<file path="config.mk">
export PLATFORM = sky130hd
export DESIGN_NAME = spi_master
export DESIGN_NICKNAME = d
export VERILOG_FILES = /design/src/source/spi_pkg.sv /design/src/source/spi_clock_divider.sv /design/src/source/spi_control_unit.sv /design/src/source/spi_master.sv /design/src/source/spi_register_file.sv /design/src/source/spi_shift_engine.sv
export SDC_FILE = /design/constraint.sdc
export NUM_CORES = 1
export LEC_CHECK = 0
export BUFFER_PORTS_ARGS = -buffer_cell sky130_fd_sc_hd__buf_4
export CORE_MARGIN = 5
export CORE_UTILIZATION = 40
export CTS_CLUSTER_DIAMETER = 60
export DETAILED_ROUTE_END_ITERATION = 12
export PLACE_DENSITY = 0.59
export SETUP_SLACK_MARGIN = 0.1
export SKIP_LAST_GASP = 1
export SLEW_MARGIN = 20
export SYNTH_ARGS = -nofsm -noshare
export SYNTH_HDL_FRONTEND = slang
export SYNTH_SLANG_ARGS = --single-unit
export TNS_END_PERCENT = 1
</file>
<file path="constraint.sdc">
create_clock -name clock -period 6.5 [get_ports clock]
set_input_delay 0.65 -clock clock [delete_from_list [all_inputs] [get_ports clock]]
set_output_delay 0.65 -clock clock [all_outputs]
set_load 0.05 [all_outputs]
</file>
<file path="src/source/spi_pkg.sv">
package spi_pkg;

    // Data and bus word
    typedef logic [31:0] spi_word_t;
    // Byte offset from the base address
    typedef logic [7:0] spi_address_t;
    // Half period of sclk is 2**(divider+1) clock cycles
    typedef logic [2:0] divider_t;
    // A transfer is length+1 bits
    typedef logic [4:0] length_t;

    // Register map
    localparam spi_address_t CONTROL_OFFSET = 8'h00;
    localparam spi_address_t TX_DATA_OFFSET = 8'h04;
    localparam spi_address_t START_OFFSET = 8'h08;
    localparam spi_address_t RX_DATA_OFFSET = 8'h10;

    typedef enum logic [1:0] {
        control_idle,
        control_bus_write,
        control_start_transfer,
        control_transfer_busy
    } control_state_t;

    typedef enum logic [1:0] {
        engine_idle,
        engine_select,
        engine_shifting,
        engine_finish
    } engine_state_t;

endpackage

</file>
<file path="src/source/spi_clock_divider.sv">
`timescale 1ns/1ps

module spi_clock_divider (
    input  logic              clock,
    input  logic              reset,
    input  logic              run,
    input  spi_pkg::divider_t divider,
    output logic              edge_tick
);

    // Longest half period is 256 cycles
    localparam int COUNT_WIDTH = 8;

    logic [COUNT_WIDTH-1:0] count;
    logic [COUNT_WIDTH-1:0] terminal_count;

    // 2**(divider+1) - 1
    assign terminal_count = COUNT_WIDTH'((9'd2 << divider) - 9'd1);

    assign edge_tick = run && (count == terminal_count);

    always_ff @(posedge clock) begin
        if (!reset) begin
            count <= '0;
        end else if (!run) begin
            // Restart so the first tick comes a full half period after run
            count <= '0;
        end else if (count == terminal_count) begin
            count <= '0;
        end else begin
            count <= count + 1'b1;
        end
    end

endmodule

</file>
<file path="src/source/spi_control_unit.sv">
`timescale 1ns/1ps

module spi_control_unit #(
    parameter spi_pkg::spi_word_t BASE_ADDRESS = 32'h43c0_0000,
    parameter bit SS_POLARITY_DEFAULT = 1'b0,
    parameter int REGISTER_COUNT = 8
) (
    input  logic                  clock,
    input  logic                  reset,
    input  spi_pkg::spi_word_t    sb_address,
    input  spi_pkg::spi_word_t    sb_write_data,
    input  logic                  sb_write_strobe,
    input  logic                  sb_read_strobe,
    input  logic                  write_valid,
    input  spi_pkg::spi_word_t    write_data,
    input  spi_pkg::spi_word_t    file_read_data,
    input  logic                  done,
    input  spi_pkg::spi_word_t    rx_data,
    output spi_pkg::spi_word_t    sb_read_data,
    output logic                  sb_ready,
    output logic                  write_ready,
    output logic                  file_write_enable,
    output spi_pkg::spi_address_t file_address,
    output spi_pkg::spi_word_t    file_write_data,
    output logic                  start,
    output spi_pkg::spi_word_t    tx_data,
    output spi_pkg::length_t      length,
    output spi_pkg::divider_t     divider,
    output logic                  clock_polarity,
    output logic                  ss_polarity
);
    import spi_pkg::*;

    control_state_t state;
    spi_word_t bus_offset;
    spi_address_t latched_offset;
    spi_word_t latched_data;
    logic latched_in_map;
    logic read_active;
    logic bus_accept;

    assign bus_offset = sb_address - BASE_ADDRESS;

    // A stream word wins over a strobe in the same cycle
    assign bus_accept = (state == control_idle) && sb_ready && !write_valid
                        && (sb_write_strobe || sb_read_strobe);

    assign write_ready = sb_ready;

    // Latched access for the write or read that follows
    always_ff @(posedge clock) begin
        if (bus_accept) begin
            latched_offset <= bus_offset[7:0];
            latched_data <= sb_write_data;
            latched_in_map <= bus_offset < spi_word_t'(REGISTER_COUNT * 4);
        end
    end

    // Readback copy, RX data is read only
    assign file_address = latched_offset;
    assign file_write_data = latched_data;
    assign file_write_enable = (state == control_bus_write) && latched_in_map
                               && (latched_offset != RX_DATA_OFFSET);

    always_comb begin
        if (!read_active || !latched_in_map) begin
            sb_read_data = '0;
        end else if (latched_offset == RX_DATA_OFFSET) begin
            sb_read_data = rx_data;
        end else begin
            sb_read_data = file_read_data;
        end
    end

    always_ff @(posedge clock) begin
        if (!reset) begin
            state <= control_idle;
            sb_ready <= 1'b1;
            read_active <= 1'b0;
            start <= 1'b0;
            tx_data <= '0;
            length <= 5'd31;
            divider <= '0;
            clock_polarity <= 1'b0;
            ss_polarity <= SS_POLARITY_DEFAULT;
        end else begin
            start <= 1'b0;
            read_active <= 1'b0;
            case (state)
                control_idle: begin
                    if (!sb_ready) begin
                        // Closing cycle of a read or a register write
                        sb_ready <= 1'b1;
                    end else if (write_valid) begin
                        tx_data <= write_data;
                        sb_ready <= 1'b0;
                        state <= control_start_transfer;
                    end else if (sb_write_strobe) begin
                        sb_ready <= 1'b0;
                        if (bus_offset == START_OFFSET) begin
                            state <= control_start_transfer;
                        end else begin
                            state <= control_bus_write;
                        end
                    end else if (sb_read_strobe) begin
                        sb_ready <= 1'b0;
                        read_active <= 1'b1;
                    end
                end
                control_bus_write: begin
                    if (latched_in_map) begin
                        case (latched_offset)
                            CONTROL_OFFSET: begin
                                divider <= latched_data[2:0];
                                length <= latched_data[7:3];
                                clock_polarity <= latched_data[8];
                                ss_polarity <= latched_data[9];
                            end
                            TX_DATA_OFFSET: begin
                                tx_data <= latched_data;
                            end
                            default: begin
                                // Plain storage, register file only
                            end
                        endcase
                    end
                    state <= control_idle;
                end
                control_start_transfer: begin
                    start <= 1'b1;
                    state <= control_transfer_busy;
                end
                control_transfer_busy: begin
                    if (done) begin
                        sb_ready <= 1'b1;
                        state <= control_idle;
                    end
                end
                default: begin
                    state <= control_idle;
                end
            endcase
        end
    end

endmodule

</file>
<file path="src/source/spi_master.sv">
`timescale 1ns/1ps

module spi_master #(
    parameter spi_pkg::spi_word_t BASE_ADDRESS = 32'h43c0_0000,
    parameter bit SS_POLARITY_DEFAULT = 1'b0,
    parameter int REGISTER_COUNT = 8
) (
    input  logic               clock,
    input  logic               reset,
    input  spi_pkg::spi_word_t sb_address,
    input  spi_pkg::spi_word_t sb_write_data,
    input  logic               sb_write_strobe,
    input  logic               sb_read_strobe,
    input  logic               write_valid,
    input  spi_pkg::spi_word_t write_data,
    input  logic               miso,
    output spi_pkg::spi_word_t sb_read_data,
    output logic               sb_ready,
    output logic               write_ready,
    output logic               sclk,
    output logic               mosi,
    output logic               ss
);
    import spi_pkg::*;

    // Register file port
    logic file_write_enable;
    spi_address_t file_address;
    spi_word_t file_write_data;
    spi_word_t file_read_data;

    // Transfer settings and handshake
    logic start;
    logic done;
    spi_word_t tx_data;
    spi_word_t rx_data;
    length_t length;
    divider_t divider;
    logic clock_polarity;
    logic ss_polarity;

    // Serial clock timing
    logic run;
    logic edge_tick;

    spi_control_unit #(
        .BASE_ADDRESS(BASE_ADDRESS),
        .SS_POLARITY_DEFAULT(SS_POLARITY_DEFAULT),
        .REGISTER_COUNT(REGISTER_COUNT)
    ) spi_control_unit_inst (
        .clock(clock),
        .reset(reset),
        .sb_address(sb_address),
        .sb_write_data(sb_write_data),
        .sb_write_strobe(sb_write_strobe),
        .sb_read_strobe(sb_read_strobe),
        .write_valid(write_valid),
        .write_data(write_data),
        .file_read_data(file_read_data),
        .done(done),
        .rx_data(rx_data),
        .sb_read_data(sb_read_data),
        .sb_ready(sb_ready),
        .write_ready(write_ready),
        .file_write_enable(file_write_enable),
        .file_address(file_address),
        .file_write_data(file_write_data),
        .start(start),
        .tx_data(tx_data),
        .length(length),
        .divider(divider),
        .clock_polarity(clock_polarity),
        .ss_polarity(ss_polarity)
    );

    spi_register_file #(
        .REGISTER_COUNT(REGISTER_COUNT)
    ) spi_register_file_inst (
        .clock(clock),
        .reset(reset),
        .write_enable(file_write_enable),
        .address(file_address),
        .write_data(file_write_data),
        .read_data(file_read_data)
    );

    spi_shift_engine #(
        .SS_POLARITY_DEFAULT(SS_POLARITY_DEFAULT)
    ) spi_shift_engine_inst (
        .clock(clock),
        .reset(reset),
        .start(start),
        .tx_data(tx_data),
        .length(length),
        .clock_polarity(clock_polarity),
        .ss_polarity(ss_polarity),
        .edge_tick(edge_tick),
        .miso(miso),
        .run(run),
        .sclk(sclk),
        .mosi(mosi),
        .ss(ss),
        .done(done),
        .rx_data(rx_data)
    );

    spi_clock_divider spi_clock_divider_inst (
        .clock(clock),
        .reset(reset),
        .run(run),
        .divider(divider),
        .edge_tick(edge_tick)
    );

endmodule

</file>
<file path="src/source/spi_register_file.sv">
`timescale 1ns/1ps

module spi_register_file #(
    parameter int REGISTER_COUNT = 8
) (
    input  logic                  clock,
    input  logic                  reset,
    input  logic                  write_enable,
    input  spi_pkg::spi_address_t address,
    input  spi_pkg::spi_word_t    write_data,
    output spi_pkg::spi_word_t    read_data
);
    import spi_pkg::*;

    localparam int INDEX_WIDTH = (REGISTER_COUNT > 1) ? $clog2(REGISTER_COUNT) : 1;

    spi_word_t words [REGISTER_COUNT];
    logic [5:0] word_index;

    // Word offset, byte lanes are not used
    assign word_index = address[7:2];

    always_ff @(posedge clock) begin
        if (!reset) begin
            for (int i = 0; i < REGISTER_COUNT; i++) begin
                words[i] <= '0;
            end
        end else if (write_enable) begin
            words[word_index[INDEX_WIDTH-1:0]] <= write_data;
        end
    end

    // Offsets past the last word read as zero
    assign read_data = (word_index < REGISTER_COUNT) ? words[word_index[INDEX_WIDTH-1:0]] : '0;

endmodule

</file>
<file path="src/source/spi_shift_engine.sv">
`timescale 1ns/1ps

module spi_shift_engine #(
    parameter bit SS_POLARITY_DEFAULT = 1'b0
) (
    input  logic               clock,
    input  logic               reset,
    input  logic               start,
    input  spi_pkg::spi_word_t tx_data,
    input  spi_pkg::length_t   length,
    input  logic               clock_polarity,
    input  logic               ss_polarity,
    input  logic               edge_tick,
    input  logic               miso,
    output logic               run,
    output logic               sclk,
    output logic               mosi,
    output logic               ss,
    output logic               done,
    output spi_pkg::spi_word_t rx_data
);
    import spi_pkg::*;

    engine_state_t state;
    spi_word_t shift_register;
    spi_word_t receive_register;
    length_t bits_left;
    logic leading_edge;

    assign run = (state == engine_shifting);

    // sclk at its idle level, so the next toggle is a leading edge
    assign leading_edge = (sclk == clock_polarity);

    // Shift datapath
    always_ff @(posedge clock) begin
        if (state == engine_idle && start) begin
            // Align bit (length) with the MSB
            shift_register <= tx_data << (5'd31 - length);
            receive_register <= '0;
        end else if (run && edge_tick) begin
            if (leading_edge) begin
                shift_register <= shift_register << 1;
            end else begin
                receive_register <= {receive_register[30:0], miso};
            end
        end
    end

    always_ff @(posedge clock) begin
        if (!reset) begin
            state <= engine_idle;
            sclk <= 1'b0;
            ss <= ~SS_POLARITY_DEFAULT;
            mosi <= 1'b0;
            done <= 1'b0;
            bits_left <= '0;
            rx_data <= '0;
        end else begin
            done <= 1'b0;
            case (state)
                engine_idle: begin
                    sclk <= clock_polarity;
                    if (start) begin
                        ss <= ss_polarity;
                        bits_left <= length;
                        state <= engine_select;
                    end else begin
                        ss <= ~ss_polarity;
                    end
                end
                engine_select: begin
                    // Present the first bit ahead of the first clock edge
                    mosi <= shift_register[31];
                    state <= engine_shifting;
                end
                engine_shifting: begin
                    if (edge_tick) begin
                        sclk <= ~sclk;
                        if (leading_edge) begin
                            mosi <= shift_register[31];
                        end else if (bits_left == '0) begin
                            state <= engine_finish;
                        end else begin
                            bits_left <= bits_left - 1'b1;
                        end
                    end
                end
                engine_finish: begin
                    sclk <= clock_polarity;
                    ss <= ~ss_polarity;
                    rx_data <= receive_register;
                    done <= 1'b1;
                    state <= engine_idle;
                end
                default: begin
                    state <= engine_idle;
                end
            endcase
        end
    end

endmodule

</file>
# --- After elaboration in Yosys (flattened, before gate mapping) ---
# Memory sizes are Yosys's and may differ from the RTL's. A register that Yosys moved wholly into a read port is not among the register bits.
# Cells that the tools add are included.
totals:
  reg_bits: 203
  ramBits: 256
  inputBits: 102
  output_inout_bits: 37
  n_memories: 1
classes:
  add_sub_neg: 5
  order_cmp: 2
  eq_ne: 24
  n_shift: 2
  n_mux: 51
  n_bitwise: 7
  reduce_logical: 39
memory_table:
  columns: ["memory", "words", "word_bits", "rd", "rd_clocked_by_memory_dff", "write_ports", "line_no", "text"]
  rows:
  - ["spi_register_file_inst.words", 8, 32, 1, 1, 8, "spi_register_file.sv:17", "spi_word_t words [REGISTER_COUNT];"]
ops:
  columns: ["op", "n"]
  rows:
  - ["$mux 32", 11]
  - ["$pmux 32 s2", 1]
  - ["$eq 32x4->1 const B", 1]
  - ["$lt 32x6->1 const B", 1]
  - ["$reduce_or 32->1", 1]
  - ["$shl 32x5->32", 1]
  - ["$sub 32x31->32 const B", 1]
  - ["$mux 5", 4]
  - ["$mux 2", 9]
  - ["$mux 1", 17]
  - ["$ne 2x2->1 const B", 8]
  - ["$pmux 2 s4", 2]
  - ["$reduce_bool 2->1", 8]
  - ["$pmux 5 s2", 1]
  - ["$reduce_and 5->1", 2]
  - ["$reduce_and 3->1", 3]
  - ["$add 8x1->8 const B", 1]
  - ["$eq 2x2->1 const B", 4]
  - ["$eq 8x3->1 const B", 1]
  - ["$eq 8x5->1 const B", 1]
  - ["$eq 8x8->1", 1]
  - ["$logic_and 1x1->1", 8]
  - ["$logic_not 8->1", 1]
  - ["$ne 8x5->1 const B", 1]
  - ["21 further kinds", 41]

# --- Longest topological paths before layout ---
# Gate-level depths: netlist of run 1.
logic_depth:
  depth_word: 8
  mapped_depth: 9
  mapped_depth_nobuf: 8

# --- Hierarchy ---
# From an unflattened synthesis of run 1, not the netlist that was laid out.
hier_totals:
  hier_cells: 1904
  hier_area_um2: 21872.2
modules_own_cells:
  columns: ["mod", "n_inst", "cells_per_inst", "area_per_inst_um2", "seq_area_each_um2"]
  rows:
  - ["spi_register_file", 1, 848, 11547.3, 7687.4]
  - ["spi_shift_engine", 1, 615, 5856.9, 2462.4]
  - ["spi_control_unit", 1, 379, 3897.5, 2172.1]
  - ["spi_clock_divider", 1, 62, 570.5, 160.2]

# --- Worst setup path after synthesis of run 1 ---
# OpenSTA, ideal clock, no wires.
synth_timing:
  path_kind: "reg-to-reg"
  startpoint: "reg spi_control_unit_inst.state[0]"
  endpoint: "mem spi_register_file_inst.words[0][0] (netlist bit) (enable)"
  t_arrival_ns: 4.081
  required_ns: 5.989
  setup_slack_ns: 1.908
  path_stages_with_launch: 5
  period_less_slack_ns: 4.592
  cell_sequence: "dfxtp_1 nor2b_1 buf_2 nand2_1 o41ai_1"
synth_rtl:
  columns: ["item", "line_no", "text"]
  rows:
  - ["from (decl)", "spi_control_unit.sv:34", "control_state_t state;"]
  - ["from (signal assigned)", "spi_control_unit.sv:77", "state <= control_idle;"]
  - ["from (signal assigned)", "spi_control_unit.sv:97", "state <= control_start_transfer;"]
  - ["from (signal assigned)", "spi_control_unit.sv:101", "state <= control_start_transfer;"]
  - ["to (decl)", "spi_register_file.sv:17", null]

==> run_results.csv, run 1 <==
group,metric,value,unit
run_status,status,"complete, no violations",
clocking,post_cts_buffers,0,
sta,skew,0.0160,ns
logic_synthesis,synthDistinctLibCells,68,
logic_synthesis,synth_edf_count,329,
finish,area_growth,16.3,%
floorplan,rows,85,
logic_synthesis,ys_warn_count,0,
pwr,power_density,302,nW/um2
pwr,pwr-share-seq,46.3,%
finish,ff_latch_area,12500,um2
global_routing,top_usage_layer,"met2",
logic_synthesis,synth-xor-area-share,0.360,%
sta,timing.final.crit_share,64.1,%
route,routedWlPerCell,23.1,um
setup_path,worstPathRequired,5.85,ns
sta,fin_crit,4.17,ns
sta,fmax,240,MHz
logic_synthesis,synth_compound_area_share,6.29,%
logic_synthesis,ys_seq_area_share,57.4,%
hold_path,hp-class,"in -> reg",
global_routing,met3_usage,3.63,%
pwr,internal_power,5.65,mW
logic_synthesis,synth_top_family_by_area,"multiplexers",
sta,rsz0062_at_grt,"false",
clocking,cts_buffers,53,
finish,fillers,4797,
clocking,clkLatencyLatePin,0.60,ns
route,drt_iter0_markers,1272,
route,wl,58.4,mm
hold_path,whs_path_depth,1,
sta,whs,0.220,ns
setup_path,crit_fanout,42,
clocking,ctsResizeCount,0,
global_routing,grt_pass1_vias,14400,
pwr,p_comb_share,14.1,%
logic_synthesis,yosys.area_share.simple,14.9,%
clocking,clkTransAtPathRegs,0.06,ns
placement,hpwl,36.8,mm
global_routing,grt_max_degree,67,
clocking,cts_sinks,462,
pwr,leakage,10.0,nW
global_routing,grtUsageMet2,31.5,%
logic_synthesis,async_reset_ff_share,0,%
clocking,cts-root-buf,"clkbuf_16",
setup_path,cp-start-kind,"flop",
floorplan,die_h,244,um
route,vias,14100,
floorplan,core_area,54000,um2
global_routing,grt_overflow,0,
job,maxCapViolCount,0,
logic_synthesis,synth_fa_ha_area_share,0.458,%
sta,worst_pin_slew,1.06,ns
logic_synthesis,synth_area,21900,um2
finish,fin_util,47.1,%
route,vias_per_cell,5.58,
clocking,cts_tree,"yes",
finish,final_nets,1897,
setup_path,critical_path_class,"reg -> out",
setup_path,cp.arrival,3.52,ns
sta,hold_violations,0,
finish,drive_gt1_share,23.4,%
pwr,vdd_ir_drop_max,0.220,mV
global_routing,antenna_found_initial,5,
logic_synthesis,syn_avg_cell_area,12.9,um2
sta,setup_violations,0,
floorplan,die_area,59400,um2
floorplan,start_util,40.5,%
route,drc,0,
setup_path,r2r_cells,5,
sta,report.final.slew_viol_count,0,
sta,slew_headroom,29.1,%
global_routing,grt_pass1_wl,88.6,mm
placement,gp_congestion,0.814,
global_routing,grt_usage,19.3,%
clocking,cts_hold_buf,0,
placement,portBuffers,138,
logic_synthesis,ys.flop_type,"edfxtp_1",
route,dr.pass1.iters,5,
sta,setup-tns-final,0,ns
finish,multi_input_area,8870,um2
setup_path,worstSetupEndpointType,"primary output",
global_routing,grt_util_met1,27.0,%
floorplan,die_w,244,um
floorplan,num_io_pins,139,
pwr,clock_power_share,39.6,%
pwr,p_sw_share,26.5,%
pwr,netSwitchingPower,2.03,mW
logic_synthesis,synthMuxAreaShare,18.1,%
logic_synthesis,syn_nets,1799,
route,ant_nets,0,
clocking,cts.path.max_buffers,3,
clocking,cts_htree_levels,2,
logic_synthesis,synthCells,1689,
logic_synthesis,ys_ff_latch,462,
## flip-flops by register name, indices dropped and copies added (netlist names), 2 cells and up, named ones only
register / cells
spi_clock_divider_inst.count: 8
spi_control_unit_inst.divider: 3
spi_control_unit_inst.file_address: 8
spi_control_unit_inst.file_write_data: 32
spi_control_unit_inst.length: 5
spi_control_unit_inst.state: 2
spi_control_unit_inst.tx_data: 32
spi_register_file_inst.words: 256
spi_shift_engine_inst.bits_left: 5
spi_shift_engine_inst.receive_register: 32
spi_shift_engine_inst.rx_data: 32
spi_shift_engine_inst.shift_register: 32
spi_shift_engine_inst.state: 2
## logic make-up (layout without fill, tap and decap cells)
kind of cell | Yosys count | count (layout)
xor gates and xnor gates | 9 | 9
buffers and inverters | 138 | 281
adders and majority gates | 8 | 8
DFF | 462 | 462
other | 0 | 1
AOI/OAI and AO/OA | 183 | 183
muxes | 285 | 285
and+or+nand+nor | 604 | 604
## layout by cell type (no fill, tap or decap), types with 47 or more instances in the layout
master | Yosys | routed
edfxtp_1 | 329 | 329
buf_4 | 3 | 169
and2_1 | 164 | 163
mux2i_1 | 146 | 146
dfxtp_1 | 133 | 129
nor2_1 | 109 | 104
and3_1 | 102 | 102
nand2_1 | 100 | 100
mux4_2 | 83 | 83
mux2_2 | 56 | 56
clkbuf_16 | 0 | 54
nor2b_1 | 49 | 47
## synth_stat cells, types with 3 or more instances
| cell type | n | area [um2] |
|---|---|---|
| and2_1 | 164 | 1030 |
| o221ai_1 | 4 | 35.0 |
| dfxtp_1 | 133 | 2660 |
| nor2_1 | 109 | 409 |
| buf_1 | 8 | 30.0 |
| nor2b_1 | 49 | 307 |
| inv_1 | 9 | 33.8 |
| nand3b_1 | 3 | 22.5 |
| o211a_1 | 35 | 350 |
| and3_1 | 102 | 638 |
| o31a_1 | 3 | 26.3 |
| a22o_1 | 8 | 70.1 |
| xor2_1 | 3 | 26.3 |
| mux2_2 | 56 | 631 |
| a22oi_1 | 33 | 248 |
| nor4_1 | 8 | 50.1 |
| or3_1 | 4 | 25.0 |
| nor4b_1 | 4 | 35.0 |
| clkbuf_1 | 99 | 372 |
| o22ai_1 | 3 | 18.8 |
| nor3_1 | 15 | 75.1 |
| edfxtp_1 | 329 | 9880 |
| buf_2 | 17 | 85.1 |
| buf_4 | 3 | 22.5 |
| nand3_1 | 20 | 100 |
| ha_1 | 8 | 100 |
| mux4_2 | 83 | 1870 |
| nand2b_1 | 12 | 75.1 |
| o21a_1 | 3 | 22.5 |
| nand2_1 | 100 | 375 |
| mux2i_1 | 146 | 1460 |
| o21ai_0 | 28 | 140 |
| a21oi_1 | 31 | 155 |
| a211oi_1 | 5 | 37.5 |
| xnor2_1 | 6 | 52.6 |
| o211ai_1 | 3 | 22.5 |
## worst paths after layout
path / slack (ns) / startpoint / endpoint
worst max-delay path: 2.33 / flop / sb_read_data[10]
worst min-delay path: 0.22 / sb_write_data[31] / spi_control_unit_inst.file_write_data[31]$_DFFE_PP_
worst max register to register: 2.94 / spi_control_unit_inst.state[0]$_SDFFE_PN0P_ / spi_register_file_inst.words[4][11]$_SDFFCE_PN0P_
worst min register to register: 0.48 / spi_shift_engine_inst.mosi$_SDFFE_PN0P_ / spi_shift_engine_inst.mosi$_SDFFE_PN0P_
## metal layers
| metal | up-vias | wire length (um) |
|---|---|---|
| met5 | - | 0 |
| met1 | 7187 | 26200 |
| met3 | 70 | 3190 |
| met2 | 349 | 27800 |
| met4 | 0 | 1130 |
| li1 | 6499 | - |
## cell type report
type	instances	share of cell area (%)
flip-flops and latches	462	49.4
multi-input cells	1089	34.9
clock buffers	69	5.81
repair buffers	170	5.10
well taps	696	3.42
clock inverters	31	1.26
inverters	11	0.162
diodes	1	0.00984
## worst max-delay path, cell delays in order, from the launching register on
cell and delay, ns:
dfxtp_4 0.92, buf_4 0.57, mux4_2 0.58, mux2_2 0.34, a22oi_1 0.18, nor2_1 0.07
buf_4 0.21
## metrics by stage
step | setup WS [ns] | std cells | power, mW | cell area, um2
finish | 2.33 | 2529 | 7.68 | 25400
global route | 2.02 | 2528 | 8.00 | 25400
CTS | 2.20 | 2527 | 7.76 | 25400
detailed placement | 2.24 | 2427 | 4.71 | 23600
global placement | 2.31 | 2427 | 4.69 | 23600
floorplan | 1.91 | 1689 | 4.30 | 21900
## power by group through the flow
stage               combinational (mW)  sequential [mW]  clock [mW]
floorplan                        0.791             3.50           0
global placement                  1.07             3.62           0
detailed placement                1.08             3.62           0
CTS                               1.09             3.56        3.11
global route                      1.17             3.58        3.24
finish                            1.08             3.56        3.04
Power figures use the tool's default switching activity.
==> inputs of run 2 (changes only) <==
- ABC_AREA: unset -> 1
- PLACE_DENSITY: 0.59 -> 0.6
- clock period: 6.5 -> 4.1 ns (I/O delays scaled with it)
==> run 2 against run 1 <==
Net effect:
- die area fell by 2.9%
- sequential cell count unchanged
- sequential power is 63% higher
- wire length up 12%
- utilization rose by 0.33 points
- final cell count grew 29%
- via count rose by 25%
- critical path depth grew 3
- synthesized cell count is 42% higher
- clock power rose by 48%
- worst setup slack got worse by 1.9 ns
- largest cell class unchanged
- largest power group unchanged
==> run_results.csv, run 2 <==
group,metric,value,unit
run_status,status,"complete, no violations",
route,dr_wl_met3,5.49,mm
floorplan,die_h,240,um
route,vias_per_cell,5.44,
logic_synthesis,synth-xor-area-share,0.165,%
route,dr_wl_met2,29.0,mm
clocking,cts.path.max_buffers,3,
global_routing,grt_overflow,0,
logic_synthesis,synth_most_common_cell,"nor2_1",
setup_path,cp-start-kind,"flop",
sta,setup_violations,0,
finish,fillers,5008,
sta,fin_crit,3.67,ns
pwr,leakage,9.83,nW
pwr,vdd_ir_drop_max,0.329,mV
pwr,power_density,529,nW/um2
placement,gp_congestion,0.902,
route,wl,65.5,mm
sta,worst_pin_slew,0.968,ns
finish,diodes,0,
setup_path,cp.arrival,3.26,ns
global_routing,antenna_found_initial,0,
setup_path,worstPathRequired,3.69,ns
clocking,cts-root-buf,"clkbuf_16",
placement,portBuffers,138,
finish,area_growth,17.5,%
sta,skew,0.0293,ns
logic_synthesis,synth_compound_area_share,12.4,%
global_routing,grt_pass1_vias,17100,
placement,preCtsSetupSlack,1.15,ns
floorplan,start_util,40.3,%
logic_synthesis,synth_top_family_by_area,"simple AND/OR/NAND/NOR gates",
logic_synthesis,synthMuxAreaShare,0.0472,%
placement,hpwl,42.6,mm
logic_synthesis,syn_avg_cell_area,8.83,um2
sta,slew_headroom,35.4,%
logic_synthesis,synth_top_area_share,46.6,%
clocking,clkLatencyLatePin,0.63,ns
job,maxCapViolCount,0,
route,wl_met1,29.0,mm
logic_synthesis,synth_largest_area_cell,"edfxtp_1",
clocking,cts_sinks,462,
floorplan,die_area,57700,um2
logic_synthesis,synth_area,21200,um2
logic_synthesis,yosys.area_share.simple,22.4,%
clocking,cts_buffers,52,
logic_synthesis,ys_warn_count,0,
finish,final_cell_mix,"569 x nor2_1, 370 x nand2_1, 329 x edfxtp_1",
clocking,cts_tree,"yes",
global_routing,grt_pass1_wl,100,mm
logic_synthesis,async_reset_ff_share,0,%
logic_synthesis,synth_fa_ha_area_share,0.472,%
finish,final_nets,2632,
setup_path,critical_path_class,"reg -> out",
setup_path,crit_fanout,33,
hold_path,whs_path_depth,3,
sta,rsz0062_at_grt,"false",
hold_path,hp-class,"in -> reg",
global_routing,grt_usage,22.3,%
sta,setup-tns-final,0,ns
route,top_layer,"met4",
finish,drive_gt1_share,12.0,%
setup_path,r2r_cells,8,
logic_synthesis,synthDistinctLibCells,37,
finish,layout_commonest_cell,"nor2_1",
sta,timing.final.crit_share,89.6,%
sta,hold_violations,0,
clocking,ctsResizeCount,0,
floorplan,core_area,52600,um2
logic_synthesis,synthCells,2400,
logic_synthesis,synthTopCellsByCount,"569 x nor2_1, 371 x nand2_1, 329 x edfxtp_1, 270 x o21ai_0, 172 x nand3_1",
logic_synthesis,ys_ff_latch,462,
route,routedWlPerCell,20.1,um
route,drt_iter0_markers,1721,
clocking,post_cts_buffers,0,
logic_synthesis,ys_seq_area_share,59.2,%
sta,layout_setup_ws,0.427,ns
route,vias,17700,
route,dr.pass1.iters,6,
global_routing,grt_max_degree,78,
sta,report.final.slew_viol_count,0,
route,ant_nets,0,
route,drc,0,
logic_synthesis,synth_edf_count,329,
finish,max_flop_register,"spi_register_file_inst.words",
logic_synthesis,ys.flop_type,"edfxtp_1",
floorplan,num_io_pins,139,
clocking,cts_htree_levels,2,
sta,fmax,272,MHz
setup_path,worstSetupEndpointType,"primary output",
finish,largest_reg_flops,256,
floorplan,die_w,240,um
logic_synthesis,synth_area_leaders,"edfxtp_1 47%, dfxtp_1 13%, nor2_1 10%, nand2_1 6.6%, o21ai_0 6.4%",
clocking,clkTransAtPathRegs,0.06,ns
floorplan,rows,84,
logic_synthesis,syn_nets,2510,
[run 2: cells by family (layout without fill, tap and decap cells)]
kind of cell	Yosys count	in the layout
compound gates	480	480
xor+xnor	4	4
fa+ha+maj	8	8
buf+inv	279	445
flops	462	462
mux	1	1
simple gates	1166	1166
[run 2: final timing paths]
path | startpoint | end | slack (ns)
hold / removal | miso | spi_shift_engine_inst.receive_register[0]$_SDFFE_PP0P_ | 0.06
setup / recovery | spi_control_unit_inst.file_address[4]$_DFFE_PP_ | sb_read_data[15] | 0.43
setup reg to reg | spi_control_unit_inst.file_address[4]$_DFFE_PP_ | spi_register_file_inst.words[7][5]$_SDFFCE_PN0P_ | 1.50
hold reg to reg | spi_shift_engine_inst.receive_register[31]$_SDFFE_PP0P_ | spi_shift_engine_inst.rx_data[31]$_SDFFE_PN0P_ | 0.46
[run 2: metal layers]
layer  vias up  GRT usage (%)
met3       103           4.22
met2       715           34.3
met5         -              0
li1       8365              -
met4         0           7.39
met1      8505           32.1
[run 2: area by class of cell]
class                   instances  area [um2]  share of cell area [%]
inverters                     121         455                    1.83
clock buffers                  75        1480                    5.94
flip-flops and latches        462       12500                    50.4
multi-input cells            1659        7540                    30.3
clock inverters                23         190                   0.764
repair buffers                226        1830                    7.36
well taps                     688         861                    3.46
[run 2: metrics by stage]
stage / instances / util (%) / area (um2) / total power [mW] / hold slack (ns)
floorplan: 2400 / - / 21200 / 7.73 / 0.430
finish: 3254 / 47.4 / 24900 / 13.2 / 0.0584
detailed placement: 3116 / 43.5 / 22800 / 8.70 / 0.448
CTS: 3254 / 47.4 / 24900 / 13.3 / 0.0258
global placement: 3116 / 43.5 / 22800 / 8.66 / 0.442
global route: 3254 / 47.4 / 24900 / 13.8 / 0.0417
[run 2: repair_timing]
item | in CTS | in global routing
hold buffers | 40 | 0
endpoints found under the setup margin | 0 | 0
hold endpoints to repair | 41 | 0
[run 2: worst max-delay path, stage by stage (launching register included)]
cell      delay (ns)
edfxtp_1        0.46
nand2_1         0.11
nor2_1          0.06
nand3_2         0.10
inv_2           0.25
nor3_4          0.75
buf_4           0.35
nand3_1         0.12
a21oi_1         0.19
buf_4           0.23
[run 2: power by group]
part | internal, mW | switching (mW)
Clock | 2.54 | 1.98
Sequential | 5.54 | 0.270
Combinational | 0.852 | 2.00
